File: src/hw/gpio_pkg.sv
/*
 * GPIO peripheral shared definitions.
 * Holds the register offset map, the bus port states and
 * the size of the decoded address window.
 */

package gpio_pkg;

    // Word offsets inside the address window.
    localparam int offset_bits = 3;                  // Offset width inside the window.
    localparam int window_words = 8;                 // Words decoded from base_addr up.

    // Register map. Offsets 5 to 7 are reserved and answer with an error.
    typedef enum logic [offset_bits-1:0] {
        reg_gpo     = 3'd0,                          // Output latch.
        reg_gpi     = 3'd1,                          // Synchronized input pins, read only.
        reg_rise_en = 3'd2,                          // Rising edge interrupt mask.
        reg_fall_en = 3'd3,                          // Falling edge interrupt mask.
        reg_pending = 3'd4                           // Sticky pending flags, write one to clear.
    } reg_offset_t;

    // Bus slave port sequencing.
    typedef enum logic [1:0] {
        st_idle   = 2'd0,                            // Ready for a new request.
        st_access = 2'd1,                            // One register access in progress.
        st_resp   = 2'd2                             // Response held until taken.
    } bus_state_t;

endpackage
File: src/hw/gpio_top.sv
/*
 * GPIO peripheral top level.
 * 16 outputs and 16 inputs behind a decoded bus window, with a level
 * interrupt from masked input edges. Connects the bus port, the
 * register block and the input edge detector.
 */

`timescale 1ns/1ps

module gpio_top #(
    parameter int addr_width = 16,
    parameter int data_width = 16,
    parameter int gpio_width = 16,
    parameter logic [addr_width-1:0] base_addr = 16'hFF00
) (
    input  logic                    clk,
    input  logic                    reset,
    input  logic                    req_valid,
    output logic                    req_ready,
    input  logic                    req_write,
    input  logic [addr_width-1:0]   req_addr,
    input  logic [data_width-1:0]   req_wdata,
    output logic                    rsp_valid,
    input  logic                    rsp_ready,
    output logic [data_width-1:0]   rsp_rdata,
    output logic                    rsp_error,
    input  logic [gpio_width-1:0]   gpi,
    output logic [gpio_width-1:0]   gpo,
    output logic                    irq
);

    logic acc_strobe;
    logic acc_write;
    logic [gpio_pkg::offset_bits-1:0] acc_offset;
    logic [data_width-1:0] acc_wdata;
    logic [data_width-1:0] acc_rdata;
    logic acc_bad;
    logic [gpio_width-1:0] gpi_sync;
    logic [gpio_width-1:0] rise_evt;
    logic [gpio_width-1:0] fall_evt;

    gpio_bus_port #(
        .addr_width (addr_width),
        .data_width (data_width),
        .base_addr  (base_addr)
    ) u_bus_port (
        .clk        (clk),
        .reset      (reset),
        .req_valid  (req_valid),
        .req_ready  (req_ready),
        .req_write  (req_write),
        .req_addr   (req_addr),
        .req_wdata  (req_wdata),
        .rsp_valid  (rsp_valid),
        .rsp_ready  (rsp_ready),
        .rsp_rdata  (rsp_rdata),
        .rsp_error  (rsp_error),
        .acc_strobe (acc_strobe),
        .acc_write  (acc_write),
        .acc_offset (acc_offset),
        .acc_wdata  (acc_wdata),
        .acc_rdata  (acc_rdata),
        .acc_bad    (acc_bad)
    );

    gpio_regs #(
        .data_width (data_width),
        .gpio_width (gpio_width)
    ) u_regs (
        .clk        (clk),
        .reset      (reset),
        .acc_strobe (acc_strobe),
        .acc_write  (acc_write),
        .acc_offset (acc_offset),
        .acc_wdata  (acc_wdata),
        .acc_rdata  (acc_rdata),
        .acc_bad    (acc_bad),
        .gpi_sync   (gpi_sync),
        .rise_evt   (rise_evt),
        .fall_evt   (fall_evt),
        .gpo        (gpo),
        .irq        (irq)
    );

    gpio_edge_detect #(
        .gpio_width (gpio_width)
    ) u_edge_detect (
        .clk        (clk),
        .reset      (reset),
        .gpi        (gpi),
        .gpi_sync   (gpi_sync),
        .rise_evt   (rise_evt),
        .fall_evt   (fall_evt)
    );

endmodule

File: src/hw/gpio_edge_detect.sv
/*
 * GPIO input stage.
 * Brings the asynchronous pins into the clock domain through two flops
 * and compares against the previous sample to flag rising and falling
 * edges per pin, each for one cycle.
 */

`timescale 1ns/1ps

module gpio_edge_detect #(
    parameter int gpio_width = 16
) (
    input  logic                    clk,
    input  logic                    reset,
    input  logic [gpio_width-1:0]   gpi,
    output logic [gpio_width-1:0]   gpi_sync,
    output logic [gpio_width-1:0]   rise_evt,
    output logic [gpio_width-1:0]   fall_evt
);

    logic [gpio_width-1:0] meta_q;
    logic [gpio_width-1:0] sync_q;
    logic [gpio_width-1:0] prev_q;

    always_ff @(posedge clk) begin
        if (!reset) begin
            meta_q <= '0;
            sync_q <= '0;
        end else begin
            meta_q <= gpi;                                  // First stage may go metastable.
            sync_q <= meta_q;
        end
    end

    // A pin held high through reset shows up as one rising edge afterwards.
    always_ff @(posedge clk) begin
        if (!reset) begin
            prev_q <= '0;
        end else begin
            prev_q <= sync_q;
        end
    end

    assign gpi_sync = sync_q;
    assign rise_evt = sync_q & ~prev_q;
    assign fall_evt = ~sync_q & prev_q;

endmodule

File: src/hw/gpio_regs.sv
/*
 * GPIO register block.
 * Holds the output latch, the rising and falling edge masks and the
 * sticky pending flags, decodes the word offset for writes and read
 * data, and drives the registered level interrupt.
 */

`timescale 1ns/1ps

module gpio_regs #(
    parameter int data_width = 16,
    parameter int gpio_width = 16
) (
    input  logic                               clk,
    input  logic                               reset,
    input  logic                               acc_strobe,
    input  logic                               acc_write,
    input  logic [gpio_pkg::offset_bits-1:0]   acc_offset,
    input  logic [data_width-1:0]              acc_wdata,
    output logic [data_width-1:0]              acc_rdata,
    output logic                               acc_bad,
    input  logic [gpio_width-1:0]              gpi_sync,
    input  logic [gpio_width-1:0]              rise_evt,
    input  logic [gpio_width-1:0]              fall_evt,
    output logic [gpio_width-1:0]              gpo,
    output logic                               irq
);

    gpio_pkg::reg_offset_t offset;
    logic wr_en;
    logic [gpio_width-1:0] wr_data;
    logic [gpio_width-1:0] gpo_q;
    logic [gpio_width-1:0] rise_en_q;
    logic [gpio_width-1:0] fall_en_q;
    logic [gpio_width-1:0] pending_q;
    logic [gpio_width-1:0] pending_d;
    logic [gpio_width-1:0] set_mask;
    logic [gpio_width-1:0] clr_mask;
    logic irq_q;

    assign offset = gpio_pkg::reg_offset_t'(acc_offset);
    assign wr_en = acc_strobe && acc_write;
    assign wr_data = acc_wdata[gpio_width-1:0];

    assign set_mask = (rise_evt & rise_en_q) | (fall_evt & fall_en_q);
    assign clr_mask = (wr_en && offset == gpio_pkg::reg_pending) ? wr_data : '0;

    // A new event beats a clear of the same bit in the same cycle.
    assign pending_d = (pending_q & ~clr_mask) | set_mask;

    assign gpo = gpo_q;
    assign irq = irq_q;

    // Read data and the reserved offset check.
    always_comb begin
        acc_rdata = '0;
        acc_bad = 1'b0;
        case (offset)
            gpio_pkg::reg_gpo: begin
                acc_rdata = data_width'(gpo_q);
            end
            gpio_pkg::reg_gpi: begin
                acc_rdata = data_width'(gpi_sync);
            end
            gpio_pkg::reg_rise_en: begin
                acc_rdata = data_width'(rise_en_q);
            end
            gpio_pkg::reg_fall_en: begin
                acc_rdata = data_width'(fall_en_q);
            end
            gpio_pkg::reg_pending: begin
                acc_rdata = data_width'(pending_q);
            end
            default: begin
                acc_bad = 1'b1;                             // Offsets 5 to 7.
            end
        endcase
    end

    always_ff @(posedge clk) begin
        if (!reset) begin
            gpo_q <= '0;
            rise_en_q <= '0;
            fall_en_q <= '0;
        end else if (wr_en) begin
            case (offset)
                gpio_pkg::reg_gpo: begin
                    gpo_q <= wr_data;
                end
                gpio_pkg::reg_rise_en: begin
                    rise_en_q <= wr_data;
                end
                gpio_pkg::reg_fall_en: begin
                    fall_en_q <= wr_data;
                end
                default: begin
                end                                         // Pending is handled below; gpi is read only.
            endcase
        end
    end

    always_ff @(posedge clk) begin
        if (!reset) begin
            pending_q <= '0;
            irq_q <= 1'b0;
        end else begin
            pending_q <= pending_d;
            irq_q <= |pending_q;                            // One cycle behind the flags.
        end
    end

endmodule

File: src/hw/gpio_bus_port.sv
/*
 * GPIO bus slave port.
 * Accepts one request at a time on the valid/ready request channel,
 * checks the address window, issues a single register access strobe
 * and holds the response until the master takes it.
 */

`timescale 1ns/1ps

module gpio_bus_port #(
    parameter int addr_width = 16,
    parameter int data_width = 16,
    parameter logic [addr_width-1:0] base_addr = 16'hFF00
) (
    input  logic                               clk,
    input  logic                               reset,
    input  logic                               req_valid,
    output logic                               req_ready,
    input  logic                               req_write,
    input  logic [addr_width-1:0]              req_addr,
    input  logic [data_width-1:0]              req_wdata,
    output logic                               rsp_valid,
    input  logic                               rsp_ready,
    output logic [data_width-1:0]              rsp_rdata,
    output logic                               rsp_error,
    output logic                               acc_strobe,
    output logic                               acc_write,
    output logic [gpio_pkg::offset_bits-1:0]   acc_offset,
    output logic [data_width-1:0]              acc_wdata,
    input  logic [data_width-1:0]              acc_rdata,
    input  logic                               acc_bad
);

    gpio_pkg::bus_state_t state_q;
    gpio_pkg::bus_state_t state_d;
    logic [addr_width-1:0] addr_delta;
    logic in_window;
    logic accept;
    logic hit_q;
    logic write_q;
    logic [gpio_pkg::offset_bits-1:0] offset_q;
    logic [data_width-1:0] wdata_q;

    // Subtracting first keeps the upper bound free of overflow near the top of the map.
    assign addr_delta = req_addr - base_addr;
    assign in_window = (req_addr >= base_addr) &&
                       (addr_delta < addr_width'(gpio_pkg::window_words));

    assign req_ready = (state_q == gpio_pkg::st_idle);
    assign rsp_valid = (state_q == gpio_pkg::st_resp);
    assign accept = req_valid && req_ready;

    assign acc_strobe = (state_q == gpio_pkg::st_access) && hit_q;  // No access outside the window.
    assign acc_write = write_q;
    assign acc_offset = offset_q;
    assign acc_wdata = wdata_q;

    always_comb begin
        state_d = state_q;
        case (state_q)
            gpio_pkg::st_idle: begin
                if (accept) begin
                    state_d = gpio_pkg::st_access;
                end
            end
            gpio_pkg::st_access: begin
                state_d = gpio_pkg::st_resp;                // Access takes exactly one cycle.
            end
            gpio_pkg::st_resp: begin
                if (rsp_ready) begin
                    state_d = gpio_pkg::st_idle;
                end
            end
            default: begin
                state_d = gpio_pkg::st_idle;
            end
        endcase
    end

    always_ff @(posedge clk) begin
        if (!reset) begin
            state_q <= gpio_pkg::st_idle;
        end else begin
            state_q <= state_d;
        end
    end

    // Request is captured on the accepting edge and stays put until the next accept.
    always_ff @(posedge clk) begin
        if (accept) begin
            hit_q <= in_window;
            write_q <= req_write;
            offset_q <= addr_delta[gpio_pkg::offset_bits-1:0];
            wdata_q <= req_wdata;
        end
    end

    // Response is latched at the end of the access cycle.
    always_ff @(posedge clk) begin
        if (state_q == gpio_pkg::st_access) begin
            rsp_error <= !hit_q || acc_bad;
            rsp_rdata <= (hit_q && !acc_bad) ? acc_rdata : '0;
        end
    end

endmodule

File: config.mk
export PLATFORM = sky130hd
export DESIGN_NAME = gpio_top
export DESIGN_NICKNAME = d
export VERILOG_FILES = /design/src/hw/gpio_pkg.sv /design/src/hw/gpio_top.sv /design/src/hw/gpio_edge_detect.sv /design/src/hw/gpio_regs.sv /design/src/hw/gpio_bus_port.sv
export SDC_FILE = /design/constraint.sdc
export NUM_CORES = 1
export LEC_CHECK = 0
export BUFFER_PORTS_ARGS = -buffer_cell sky130_fd_sc_hd__buf_2
export CORE_ASPECT_RATIO = 1.2
export CORE_MARGIN = 3
export CORE_UTILIZATION = 25
export DETAILED_ROUTE_END_ITERATION = 8
export GPL_ROUTABILITY_DRIVEN = 0
export GPL_TIMING_DRIVEN = 0
export MAX_ROUTING_LAYER = met4
export PLACE_DENSITY = 0.38
export SYNTH_ARGS = -nofsm -noshare
export SYNTH_HDL_FRONTEND = slang
export SYNTH_SLANG_ARGS = --single-unit
File: constraint.sdc
create_clock -name clk -period 2.1 [get_ports clk]
set_input_delay 0.21 -clock clk [delete_from_list [all_inputs] [get_ports clk]]
set_output_delay 0.21 -clock clk [all_outputs]
set_load 0.03 [all_outputs]
# Word-level counts from Yosys, hierarchy flattened
# Cells that the tools add are included.
[totals]
latch_bits = 0
n_memories = 0
in_bits = 53
ram_bits = 0
output_inout_bits = 36
regBits = 153
romBits = 0
word_cells = 58
[classes]
magnitude_cmp = 2
mul = 0
n_div = 0
n_shift = 0
reduce_logical = 16
n_bitwise = 10
eq_ne = 8
muxes = 6
add_sub_neg = 1
[op_table]
columns = ["operator", "count"]
rows = [
  ["$and 16x16->16", 5],
  ["$pmux 16 s5", 1],
  ["$not 16->16", 3],
  ["$or 16x16->16", 2],
  ["$ge 16x16->1 const B", 1],
  ["$lt 16x4->1 const B", 1],
  ["$mux 16", 1],
  ["$reduce_or 16->1", 1],
  ["$sub 16x16->16 const B", 1],
  ["$reduce_and 2->1", 4],
  ["$eq 3x2->1 const B", 2],
  ["$logic_and 1x1->1", 6],
  ["$pmux 2 s3", 1],
  ["$reduce_or 5->1", 1],
  ["$mux 2", 2],
  ["$eq 3x1->1 const B", 1],
  ["$eq 3x3->1 const B", 1],
  ["$logic_not 3->1", 1],
  ["$eq 2x1->1 const B", 1],
  ["$eq 2x2->1 const B", 1],
  ["$logic_not 2->1", 1],
  ["$ne 2x1->1 const B", 1],
  ["$ne 2x2->1 const B", 1],
  ["$logic_not 1->1", 1],
  ["2 further kinds", 2],
]

# Longest topological paths before layout
# Gate-level depths: netlist of run 1.
[depth]
word_depth = 8
mapped_depth = 6
mapped_depth_nobuf = 3

# Modules after synthesis
# Synthesis of run 1 repeated with hierarchy kept, for this count alone.
[unflattened]
cells_unflattened = 540
area_unflattened_um2 = 6078.3
[modules_own_cells]
columns = ["mod", "area_per_inst_um2", "cells_each", "instances", "seq_area_each_um2"]
rows = [
  ["gpio_regs", 3185.6, 335, 1, 1301.2],
  ["gpio_edge_detect", 1505.2, 133, 1, 960.9],
  ["gpio_bus_port", 1387.6, 72, 1, 1181.1],
]

# Worst setup path after synthesis of run 1
# No wires, ideal clock.
[synth_timing]
path_type = "register to register"
from = "register u_bus_port.state_q[1]"
to = "register u_bus_port.offset_q (netlist bit u_bus_port.acc_offset[0]) (enable)"
stages_incl_launch_ff = 3
path_slack_ns = 0.287
arrival_time_ns = 1.434
setup_ns = 0.379
n_path_buf = 0
synth_period_minus_slack_ns = 1.813
required_ns = 1.721
cell_sequence = "dfxtp_1 > nor2_1 > and2_1"
[synth_between]
elab_chain_len = 2
[synth_lines]
columns = ["element", "line_no", "source"]
rows = [
  ["start: declaration", "gpio_bus_port.sv:34", "gpio_pkg::bus_state_t state_q;"],
  ["start signal: assignment", "gpio_bus_port.sv:82", "state_q <= gpio_pkg::st_idle;"],
  ["start signal: assignment", "gpio_bus_port.sv:84", "state_q <= state_d;"],
  ["$logic_not 2->1", "gpio_bus_port.sv:49", "assign req_ready = (state_q == gpio_pkg::st_idle);"],
  ["net req_ready", "gpio_top.sv:19", "output logic req_ready,"],
  ["$logic_and 1x1->1", "gpio_bus_port.sv:51", "assign accept = req_valid && req_ready;"],
  ["net u_bus_port.accept", "gpio_bus_port.sv:38", "logic accept;"],
  ["end signal: assignment", "gpio_bus_port.sv:93", "offset_q <= addr_delta[gpio_pkg::offset_bits-1:0];"],
  ["end: declaration", "gpio_bus_port.sv:41", "logic [gpio_pkg::offset_bits-1:0] offset_q;"],
]
# The timed path passes the listed nets, and every way through them passes these cells.
# A chain may end at the register's enable or synchronous reset.

# Final worst setup path of run 1
[layout_timing]
from = "register u_bus_port.offset_q (netlist bit u_bus_port.acc_offset[1])"
to = "register u_bus_port.rsp_rdata[13], data pin"
[layout_between]
elab_chain_len = 3
word_cells_on_any_way = 8
cone_classes = "eq/ne (4); mux (1); reduce/logical (3)"
[layout_lines]
columns = ["element", "line_no", "source"]
rows = [
  ["$eq 3x1->1, or another cell as far along", "gpio_regs.sv:58", "case (offset)"],
  ["$reduce_or 5->1 (no source line)", "--", ""],
  ["$logic_and 1x1->1", "gpio_bus_port.sv:102", "rsp_rdata <= (hit_q && !acc_bad) ? acc_rdata : '0;"],
  ["end signal: assignment", "gpio_bus_port.sv:102", ""],
  ["end: declaration", "gpio_bus_port.sv:24", "output logic [data_width-1:0] rsp_rdata,"],
]
# Several ways; a longest one is shown, not always the timed one.

==> results by group, run 1 <==
Status
  – Result of the run: completed

Timing
  – Finish-stage setup viols: 0
  – Final-report hold violation count: 0
  – Final worst clock skew: 6.84 ps
  – Shortest clock period the worst path allows after layout: 1870 ps
  – Setup repair after global routing missed its margin: false
  – Slew at the pin closest to its max-slew limit: 1170 ps
  – Portion of the clock cycle consumed by the worst path in the final layout: 88.8%
  – Slew margin rel.: 21.7%
  – Final-report max-slew violation count: 0
  – Maximum clock frequency: 0.536 GHz

Clock tree
  – Buffer type at the clock tree root: sky130_fd_sc_hd__clkbuf_16
  – # clock sinks: 153
  – Clock latency at the later pin of the worst-skew pair: 410 ps
  – Count of cells resized by post-cts repair: 0
  – CTS tree: done
  – Number of H-tree branching levels: 4
  – Setup Fix Bufs, Post-CTS: 0
  – CTS max path bufs: 2
  – Inserted Clock Buffers: 17
  – Clock-pin slew on the worst setup and hold paths: 60 ps

Route
  – Detailed-routing iteration count for the pre-antenna-repair pass: 5
  – Routed vias/inst: 4.58
  – Sum of routed wire length over all layers: 18600 um
  – Remaining antenna violation count after routing: 0
  – Average detailed-routed wire length per instance: 17.6 um
  – DRC violation count after routing: 0
  – Iteration-0 DRC count of the detailed router: 330
  – Vias after detailed routing: 4831

Global routing
  – Via count of the first global-routing pass: 4791
  – Largest net degree at the start of global routing: 22
  – Total routing usage reported by global routing: 15.1%
  – Global-route wire length before repair: 28800 um
  – Initial antenna violation count: 0
  – Overflow after GRT: 0

Layout
  – Diode count: 0
  – Reg area: 0.00344 mm^2
  – Fraction of final layout cells sized beyond drive strength 1: 22.4%
  – Layout Nets: 780
  – Total area of multi-input combinational cells: 0.00222 mm^2
  – Area Overhead vs Synth: 30.8%
  – Fill count: 2407
  – Final cell count without fillers: 1055

Critical path
  – RR Endpoint: u_bus_port.rsp_rdata[13]
  – CP max FO: 10
  – Cell with the largest stage delay on the worst path: sky130_fd_sc_hd__edfxtp_1
  – Setup slack on the worst flop-to-flop path: 230 ps
  – Critical path start-end classification: reg2reg
  – Largest incremental delay on the critical path: 490 ps
  – Crit path cell chain: buf_2 > mux2_2 > a22oi_1 > a21oi_1
  – Data arrival time of the critical path: 2010 ps
  – Required @ worst endpoint: 2250 ps
  – Length in cells of the worst reg-to-reg path: 4
  – Sort of element at the start of the critical path: flip-flop
  – R2r startpoint: u_bus_port.acc_offset[1]
  – Worst Setup End Kind: flip-flop

Yosys
  – Syn nets: 636
  – Yosys warnings: 0
  – Post-synth ARST share: 0%
  – Most common flop cell mapped by yosys: sky130_fd_sc_hd__dfxtp_1
  – Flip-flop and latch count after synthesis: 153
  – Yosys cell types: 35
  – Gate Count Post-Synth: 583
  – Combined area of all synthesized cells: 0.00595 mm^2
  – Number of synthesized flops with an enable pin: 38
  – Mean cell area of the mapped netlist: 10.2 um^2
  – Proportion of synthesized chip area in sequential cells: 57.9%

Hold path
  – Startpoint of the tightest hold check path: req_valid
  – WHS Path Cells: 2
  – Hold EP: u_bus_port.state_q[0]
  – Min-Delay Path Class: in2reg

Floorplanning
  – Overall die area: 0.0257 mm^2
  – Starting utilization of the core area: 25.6%
  – Total number of placement rows: 61
  – Core footprint: 0.0233 mm^2
  – Overall die width: 147 um
  – Vertical die dimension: 175 um
  – Boundary pin count: 89

Power
  – Standby leakage power: 2.81 nW
  – Total power consumption of the routed design: 6.84 mW
  – Pwr/cell area: 879 mW/mm^2
  – Worst vdd ir: 0.465 mV

Flow run
  – Maxcap violations: 0

Placement
  – Placed cell count: 987
  – Total half-perimeter wirelength after legalization and detailed placement: 14100 um
  – Input/output buffers: 88
-- layout make-up --
cell class	count	share of cell area, %
flip-flops and latches	153	44.3
multi-input cells	366	28.5
repair buffers	125	10.5
clock buffers	22	5.84
well taps	315	5.07
plain buffers	46	2.88
clock inverters	10	2.12
inverters	18	0.868
-- routing by layer --
metal / up-vias / track usage (%) / share of wire, %
met2: 166 / 23.3 / 47
met5: - / - / 0
met1: 2256 / 20.1 / 47
li1: 2398 / - / -
met4: 0 / 4.51 / 1.4
met3: 11 / 2.98 / 5.4
-- registers in the layout, indices dropped and copies added, names as in the netlist --
register,count
u_bus_port.hit_q,1
u_bus_port.acc_write,1
u_regs.fall_en_q,16
u_regs.rise_en_q,16
u_regs.pending_q,16
u_bus_port.state_q,2
u_bus_port.acc_wdata,16
u_regs.irq,1
u_bus_port.rsp_rdata,16
u_regs.gpo,16
u_bus_port.acc_offset,3
u_edge_detect.gpi_sync,16
u_bus_port.rsp_error,1
u_edge_detect.meta_q,16
u_edge_detect.prev_q,16
-- placed cells by master, fill, tap and decap left out, types with 2 or more instances in the layout --
master / count
sky130_fd_sc_hd__a22oi_1: 31
sky130_fd_sc_hd__dlygate4sd3_1: 36
sky130_fd_sc_hd__nand3_1: 49
sky130_fd_sc_hd__clkbuf_16: 17
sky130_fd_sc_hd__buf_6: 2
sky130_fd_sc_hd__and2_1: 49
sky130_fd_sc_hd__bufinv_16: 4
sky130_fd_sc_hd__dfxtp_1: 115
sky130_fd_sc_hd__mux2_2: 16
sky130_fd_sc_hd__o21ai_0: 44
sky130_fd_sc_hd__nor4_1: 5
sky130_fd_sc_hd__a31oi_1: 16
sky130_fd_sc_hd__clkbuf_1: 23
sky130_fd_sc_hd__o21a_1: 16
sky130_fd_sc_hd__nand3b_1: 19
sky130_fd_sc_hd__nor2_1: 2
sky130_fd_sc_hd__nor2b_1: 2
sky130_fd_sc_hd__o21ai_1: 20
sky130_fd_sc_hd__clkbuf_2: 2
sky130_fd_sc_hd__inv_1: 17
sky130_fd_sc_hd__buf_4: 2
sky130_fd_sc_hd__inv_6: 2
sky130_fd_sc_hd__nor3b_2: 2
sky130_fd_sc_hd__a21oi_1: 66
sky130_fd_sc_hd__edfxtp_1: 38
sky130_fd_sc_hd__buf_2: 109
sky130_fd_sc_hd__nand2_1: 17
-- power breakdown --
part	switching (mW)	internal, mW
registers	0.0677	3.11
clock network	1.21	2.03
logic	0.253	0.169
-- worst max path at each step --
stage,cells past startpoint,to,start,slack (ps)
6_report,4,u_bus_port.rsp_rdata[13],u_bus_port.acc_offset[1],230
5_1_grt,2,u_bus_port.acc_offset[1],u_bus_port.state_q[1],40
4_1_cts,2,u_bus_port.acc_wdata[6],u_bus_port.state_q[1],120
3_5_place_dp,2,u_bus_port.acc_offset[2],u_bus_port.state_q[1],120
3_3_place_gp,1,u_bus_port.rsp_rdata[6],u_bus_port.state_q[0],-110
2_1_floorplan,2,u_bus_port.acc_offset[0],u_bus_port.state_q[1],290
-- cells in the mapped netlist (all sizes together), types with 16 or more instances --
master  count  area, um^2
o21ai      64         320
dfxtp     115        2300
buf        25         143
a22oi      31         233
and2       49         307
nand2      17        63.8
inv        18        67.6
a31oi      16         100
nand3      49         245
o21a       16         120
clkbuf     21        81.3
nand3b     19         143
edfxtp     38        1140
mux2       16         180
a21oi      66         330
-- cell families after synthesis --
group	synth area share, %
compound gates	18.7
buf+inv	4.90
flops	57.9
mux	3.03
simple gates	15.5
-- repair_timing --
action / 4_1_cts / 5_1_grt
setup endpoints to repair: 0 / 0
endpoints found under the hold margin: 36 / 0
hold buffers: 36 / 0
-- critical path: cells and delay by family (launching register included) --
| kind | cells | cell delay (ps) |
|---|---|---|
| flip-flops | 1 | 490 |
| multiplexers | 1 | 380 |
| AO/OA/AOI/OAI | 2 | 380 |
| buffers and inverters | 1 | 360 |
-- metrics by stage --
step / setup WS [ps] / TNS (ps) / cell area (um^2) / hold WS, ps / util [%]
CTS: 117 / 0 / 7780 / 14.7 / 33.4
floorplan: 287 / 0 / 5950 / 309 / -
detailed placement: 120 / 0 / 6800 / 389 / 29.2
global placement: -108 / -1830 / 6780 / 386 / 29.1
finish: 234 / 0 / 7780 / 31.1 / 33.4
global route: 38.5 / 0 / 7780 / 24.7 / 33.4
Power figures use the tool's default switching activity.
==> inputs of run 2 (changes only) <==
--- a/config.mk
+++ b/config.mk
@@ -8,12 +8,12 @@
 export BUFFER_PORTS_ARGS = -buffer_cell sky130_fd_sc_hd__buf_2
 export CORE_ASPECT_RATIO = 1.2
 export CORE_MARGIN = 3
-export CORE_UTILIZATION = 25
+export CORE_UTILIZATION = 56
 export DETAILED_ROUTE_END_ITERATION = 8
 export GPL_ROUTABILITY_DRIVEN = 0
 export GPL_TIMING_DRIVEN = 0
 export MAX_ROUTING_LAYER = met4
-export PLACE_DENSITY = 0.38
+export PLACE_DENSITY = 0.76
 export SYNTH_ARGS = -nofsm -noshare
 export SYNTH_HDL_FRONTEND = slang
 export SYNTH_SLANG_ARGS = --single-unit
==> run 2 against run 1 <==
Effect of this change: sequential power is essentially flat; combinational power fell by 5.0%; clock skew up 7.6 ps; power rose by 0.11%; wire length down 17%; global-route usage up 12 points; critical path depth did not move; critical path type unchanged.
==> results by group, run 2 (synthesis results as in run 1) <==
Critical path
  – Required @ worst endpoint: 2270 ps (+20 ps)
  – Length in cells of the worst reg-to-reg path: 4 (unchanged)
  – Data arrival time of the critical path: 2030 ps (+20 ps)
  – Largest incremental delay on the critical path: 530 ps (+40 ps)
  – Worst Setup End Kind: flip-flop
  – Setup slack on the worst flop-to-flop path: 240 ps (about the same)
  – Cell with the largest stage delay on the worst path: sky130_fd_sc_hd__edfxtp_1
  – Cell family with the largest share of critical-path delay: flip-flops
  – CP max FO: 10 (unchanged)
  – Levels on crit path: 4 (unchanged)
  – Critical path start-end classification: reg2reg
  – Crit path cell chain: buf_2 > mux2_2 > a22oi_1 > a21oi_1
  – Critical path buffers and inverters: 1 (unchanged)
  – Sort of element at the start of the critical path: flip-flop

Clock tree
  – Inserted Clock Buffers: 17 (unchanged)
  – Clock latency at the later pin of the worst-skew pair: 430 ps (+20 ps)
  – CTS max path bufs: 2 (unchanged)
  – Number of H-tree branching levels: 4 (unchanged)
  – # clock sinks: 153 (unchanged)
  – CTS tree: done
  – Buffer type at the clock tree root: sky130_fd_sc_hd__clkbuf_16
  – Setup Fix Bufs, Post-CTS: 0 (unchanged)
  – Count of cells resized by post-cts repair: 0 (unchanged)
  – Hold buffer count at CTS: 34 (-5.6%)
  – Clock-pin slew on the worst setup and hold paths: 60 ps (about the same)

Layout
  – Total area of multi-input combinational cells: 0.00222 mm^2 (unchanged)
  – Layout Nets: 777 (-0.38%)
  – Fill count: 758 (-69%)
  – Reg area: 0.00344 mm^2 (unchanged)
  – Diode count: 0 (unchanged)
  – Final cell count without fillers: 863 (-18%)
  – Fraction of final layout cells sized beyond drive strength 1: 22.5% (+0.091 points)
  – Post-route cell area: 0.00753 mm^2 (-3.3%)
  – Area Overhead vs Synth: 26.5%
  – Most used cells in the layout excluding fill and tap cells: sky130_fd_sc_hd__dfxtp_1 (115), sky130_fd_sc_hd__buf_2 (109), sky130_fd_sc_hd__a21oi_1 (66)
  – Commonest non-fill, non-tap cell in the layout: sky130_fd_sc_hd__dfxtp_1

Timing
  – Portion of the clock cycle consumed by the worst path in the final layout: 88.6% (-0.26 points)
  – Shortest clock period the worst path allows after layout: 1860 ps (-5.44 ps)
  – Final-report hold violation count: 0 (unchanged)
  – Final-report max-slew violation count: 0 (unchanged)
  – Finish-stage setup viols: 0 (unchanged)
  – Slew margin rel.: 35.8% (+14 points)
  – Slew at the pin closest to its max-slew limit: 959 ps (-215 ps)
  – Maximum clock frequency: 0.538 GHz (+0.29%)
  – Final sum of negative setup slack: 0 ps (unchanged)
  – Final worst clock skew: 14.4 ps (+7.56 ps)
  – Setup repair after global routing missed its margin: false

Route
  – DRC violation count after routing: 0 (unchanged)
  – Sum of routed wire length over all layers: 15400 um (-17%)
  – Remaining antenna violation count after routing: 0 (unchanged)
  – Routed vias/inst: 5.84 (+27%)
  – Detailed-routing iteration count for the pre-antenna-repair pass: 6 (+1)
  – Iteration-0 DRC count of the detailed router: 549 (+66%)
  – Vias after detailed routing: 5036 (+4.2%)
  – Average detailed-routed wire length per instance: 17.8 um (+1.4%)

Global routing
  – Largest net degree at the start of global routing: 22 (unchanged)
  – Initial antenna violation count: 0 (unchanged)
  – Global-route wire length before repair: 24200 um (-16%)
  – Total routing usage reported by global routing: 26.9% (+12 points)
  – Via count of the first global-routing pass: 4899 (+2.3%)
  – Overflow after GRT: 0 (unchanged)

Placement
  – Placed cell count: 797 (-19%)
  – Input/output buffers: 88 (unchanged)
  – Total half-perimeter wirelength after legalization and detailed placement: 10900 um (-22%)
  – DP Area: 0.00655 mm^2 (-3.7%)

Hold path
  – Min-Delay Path Class: in2reg
  – WHS Path Cells: 2 (unchanged)

Power
  – Worst vdd ir: 0.541 mV (+16%)
  – Pwr/cell area: 910 mW/mm^2 (+3.5%)
  – Total power consumption of the routed design: 6.85 mW (+0.11%)
  – Standby leakage power: 2.80 nW (-0.54%)

Floorplanning
  – Overall die area: 0.0119 mm^2 (-54%)
  – Vertical die dimension: 119 um (-32%)
  – Starting utilization of the core area: 58.3% (+33 points)
  – Overall die width: 100 um (-32%)
  – Total number of placement rows: 40 (-34%)
  – Boundary pin count: 89 (unchanged)
  – Core footprint: 0.0102 mm^2 (-56%)

Status
  – Result of the run: completed

Flow run
  – Maxcap violations: 0 (unchanged)
==> run 2: stage by stage <==
step	setup WS [ps]	hold WS, ps	utilization, %
6_report	240	7.92	73.7
5_1_grt	147	7.87	73.7
3_3_place_gp	88.3	388	64.1
2_1_floorplan	287	309	-
4_1_cts	322	0.878	73.7
3_5_place_dp	347	388	64.2
==> run 2: layout make-up <==
| class | count | area share (%) |
|---|---|---|
| plain buffers | 46 | 2.98 |
| clock buffers | 20 | 5.80 |
| clock inverters | 12 | 2.66 |
| inverters | 18 | 0.898 |
| multi-input cells | 366 | 29.5 |
| flip-flops and latches | 153 | 45.7 |
| well taps | 126 | 2.09 |
| repair buffers | 122 | 10.4 |
==> run 2: power breakdown <==
part | internal [mW] | total (mW) | switching (mW) | leakage [nW]
clock | 2.11 | 3.27 | 1.17 | 0.300
combinational | 0.164 | 0.401 | 0.237 | 1.20
sequential | 3.11 | 3.18 | 0.0655 | 1.29
==> run 2: routing by layer <==
layer | track usage, % | wire length, um
met2 | 43.9 | 7500
met4 | 12.2 | 380
met1 | 32.0 | 6270
met5 | - | 0
met3 | 5.57 | 1250
==> run 2: final timing paths <==
| kind | start | to |
|---|---|---|
| min reg2reg | u_edge_detect.meta_q[5] | u_edge_detect.gpi_sync[5] |
| max | u_bus_port.acc_offset[1] | u_bus_port.rsp_rdata[11] |
| min | gpi[3] | u_edge_detect.meta_q[3] |
| max reg2reg | u_bus_port.acc_offset[1] | u_bus_port.rsp_rdata[11] |
==> run 2: worst reg2reg max path, delay by kind of cell (launching register included) <==
family / cells / cell delay (ps)
flops: 1 / 530
buf+inv: 1 / 340
mux: 1 / 380
compound gates: 2 / 360
==> inputs of run 3 (changes only) <==
--- a/config.mk
+++ b/config.mk
@@ -11,7 +11,6 @@
 export CORE_UTILIZATION = 56
 export DETAILED_ROUTE_END_ITERATION = 8
 export GPL_ROUTABILITY_DRIVEN = 0
-export GPL_TIMING_DRIVEN = 0
 export MAX_ROUTING_LAYER = met4
 export PLACE_DENSITY = 0.76
 export SYNTH_ARGS = -nofsm -noshare
==> run 3 against run 2 <==
Effect of this change: register-to-register slack better by 120 ps; power about the same; fmax up 7.0%; clock power about the same; first-iteration DRC count up 16%; sequential share of layout area up 0.38 points; global-route usage up 1.1 points; cell count down 3.4%; via count up 1.4%; hold slack better by 2.1 ps; critical path type unchanged; wire length up 2.6%.
==> results by group, run 3 (synthesis results as in run 1) <==
Timing
  – Slew at the pin closest to its max-slew limit: 708 ps (-251 ps)
  – Portion of the clock cycle consumed by the worst path in the final layout: 82.8% (-5.8 points)
  – Finish-stage setup viols: 0 (unchanged)
  – Shortest clock period the worst path allows after layout: 1740 ps (-122 ps)
  – Final sum of negative setup slack: 0 ps (unchanged)
  – Setup repair after global routing missed its margin: false
  – Final-report hold violation count: 0 (unchanged)
  – Setup ws final: 362 ps (+122 ps)
  – Final worst clock skew: 7.25 ps (-7.14 ps)
  – Final-report max-slew violation count: 0 (unchanged)
  – Slew margin rel.: 52.8% (+17 points)
  – Maximum clock frequency: 0.575 GHz (+7.0%)

Floorplanning
  – Core footprint: 0.0102 mm^2 (unchanged)
  – Overall die area: 0.0119 mm^2 (unchanged)
  – Starting utilization of the core area: 58.3% (unchanged)
  – Overall die width: 100 um (unchanged)
  – Vertical die dimension: 119 um (unchanged)
  – Boundary pin count: 89 (unchanged)
  – Total number of placement rows: 40 (unchanged)

Power
  – Worst vdd ir: 0.516 mV (-4.6%)
  – Total power consumption of the routed design: 6.85 mW (about the same)
  – Pwr/cell area: 917 mW/mm^2 (+0.81%)
  – Standby leakage power: 2.74 nW (-2.2%)

Critical path
  – Required @ worst endpoint: 2260 ps (about the same)
  – Cell with the largest stage delay on the worst path: sky130_fd_sc_hd__edfxtp_1
  – Cell family with the largest share of critical-path delay: flip-flops
  – Data arrival time of the critical path: 1900 ps (-130 ps)
  – Critical path start-end classification: reg2reg
  – Critical path buffers and inverters: 1 (unchanged)
  – Crit path cell chain: buf_4 > mux2_2 > a22oi_1 > a21oi_1
  – CP max FO: 17 (+7)
  – Worst Setup End Kind: flip-flop
  – Sort of element at the start of the critical path: flip-flop
  – Largest incremental delay on the critical path: 480 ps (-50 ps)

Hold path
  – Min-Delay Path Class: in2reg

Layout
  – Most used cells in the layout excluding fill and tap cells: sky130_fd_sc_hd__dfxtp_1 (115), sky130_fd_sc_hd__buf_2 (88), sky130_fd_sc_hd__a21oi_1 (66)
  – Diode count: 0 (unchanged)
  – Post-route cell area: 0.00747 mm^2 (-0.81%)
  – Fraction of final layout cells sized beyond drive strength 1: 22.0% (-0.49 points)
  – Layout Nets: 748 (-3.7%)
  – Area Overhead vs Synth: 25.5%
  – Commonest non-fill, non-tap cell in the layout: sky130_fd_sc_hd__dfxtp_1

Clock tree
  – Inserted Clock Buffers: 17 (unchanged)
  – Hold buffer count at CTS: 34 (unchanged)
  – Clock-pin slew on the worst setup and hold paths: 60 ps (about the same)
  – Number of H-tree branching levels: 4 (unchanged)
  – Count of cells resized by post-cts repair: 0 (unchanged)
  – CTS max path bufs: 2 (unchanged)
  – CTS tree: done
  – Clock latency at the later pin of the worst-skew pair: 420 ps (about the same)
  – Buffer type at the clock tree root: sky130_fd_sc_hd__clkbuf_16
  – # clock sinks: 153 (unchanged)
  – Setup Fix Bufs, Post-CTS: 0 (unchanged)

Flow run
  – Maxcap violations: 0 (unchanged)

Route
  – DRC violation count after routing: 0 (unchanged)
  – Remaining antenna violation count after routing: 0 (unchanged)
  – Routed vias/inst: 6.12 (+4.9%)
  – Iteration-0 DRC count of the detailed router: 639 (+16%)
  – Average detailed-routed wire length per instance: 18.9 um (+6.2%)
  – Detailed-routing iteration count for the pre-antenna-repair pass: 5 (-1)
  – Sum of routed wire length over all layers: 15800 um (+2.6%)
  – Vias after detailed routing: 5105 (+1.4%)

Global routing
  – Total routing usage reported by global routing: 28.0% (+1.1 points)
  – Largest net degree at the start of global routing: 66 (+200%)
  – Overflow after GRT: 0 (unchanged)
  – Initial antenna violation count: 0 (unchanged)
  – Via count of the first global-routing pass: 5032 (+2.7%)
  – Met3 Use GR: 6.27% (+0.70 points)
  – Most used routing layer: met2
  – Met2 layer usage reported by global route: 42.3% (-1.6 points)
  – Met1 usage: 36.0% (+4.1 points)
  – Global-route wire length before repair: 25300 um (+4.4%)

Placement
  – Place WS: 366 ps (+19.1 ps)
  – Total half-perimeter wirelength after legalization and detailed placement: 9350 um (-15%)
  – DP Area: 0.00649 mm^2 (-0.92%)
  – Input/output buffers: 88 (unchanged)

Status
  – Result of the run: completed
[run 3: cell types whose count changed in the layout (fill, tap and decap cells not counted), sizes merged]
cell	before	now
clkinv	4	3
clkbuf	41	20
buf	113	105
clkinvlp	3	4
[run 3: cell type report]
type	instances	area, um^2
Clock buffer	20	437
Clock inverter	12	199
Fill cell	751	2740
Inverter	18	67.6
Multi-Input combinational cell	366	2220
Sequential cell	153	3440
Tap cell	126	158
Timing Repair Buffer	139	946
[run 3: per-stage QoR]
step	instances	util, %	hold slack, ps
floorplan	583	-	309
global placement	768	63.6	389
detailed placement	768	63.6	388
CTS	834	73.1	0.120
global route	834	73.1	9.58
finish	834	73.1	10.0
[run 3: worst register-to-register path, cell delays in order, from the launching register on]
cell and delay [ps]:
sky130_fd_sc_hd__edfxtp_1 480, sky130_fd_sc_hd__buf_4 350, sky130_fd_sc_hd__mux2_2 380, sky130_fd_sc_hd__a22oi_1 190
sky130_fd_sc_hd__a21oi_1 100
[run 3: final timing paths]
path / from / to / slack (ps) / depth (start not counted)
setup / recovery: u_bus_port.acc_offset[1] / u_bus_port.rsp_rdata[14] / 360 / 4
hold reg to reg: u_edge_detect.meta_q[8] / u_edge_detect.gpi_sync[8] / 430 / 1
hold / removal: gpi[2] / u_edge_detect.meta_q[2] / 10 / 2
setup reg to reg: u_bus_port.acc_offset[1] / u_bus_port.rsp_rdata[14] / 360 / 4
[run 3: where the power goes]
part	total, mW	leakage, nW	switching, mW	internal, mW
Clock	3.26	0.296	1.16	2.10
Sequential	3.18	1.29	0.0672	3.11
Combinational	0.409	1.15	0.243	0.166
[run 3: layer usage]
metal	share of wire [%]	vias up	wire, um
met1	41	2385	6500
met5	0	-	0
li1	-	2326	-
met4	3.0	0	476
met2	45	343	7180
met3	10	51	1640
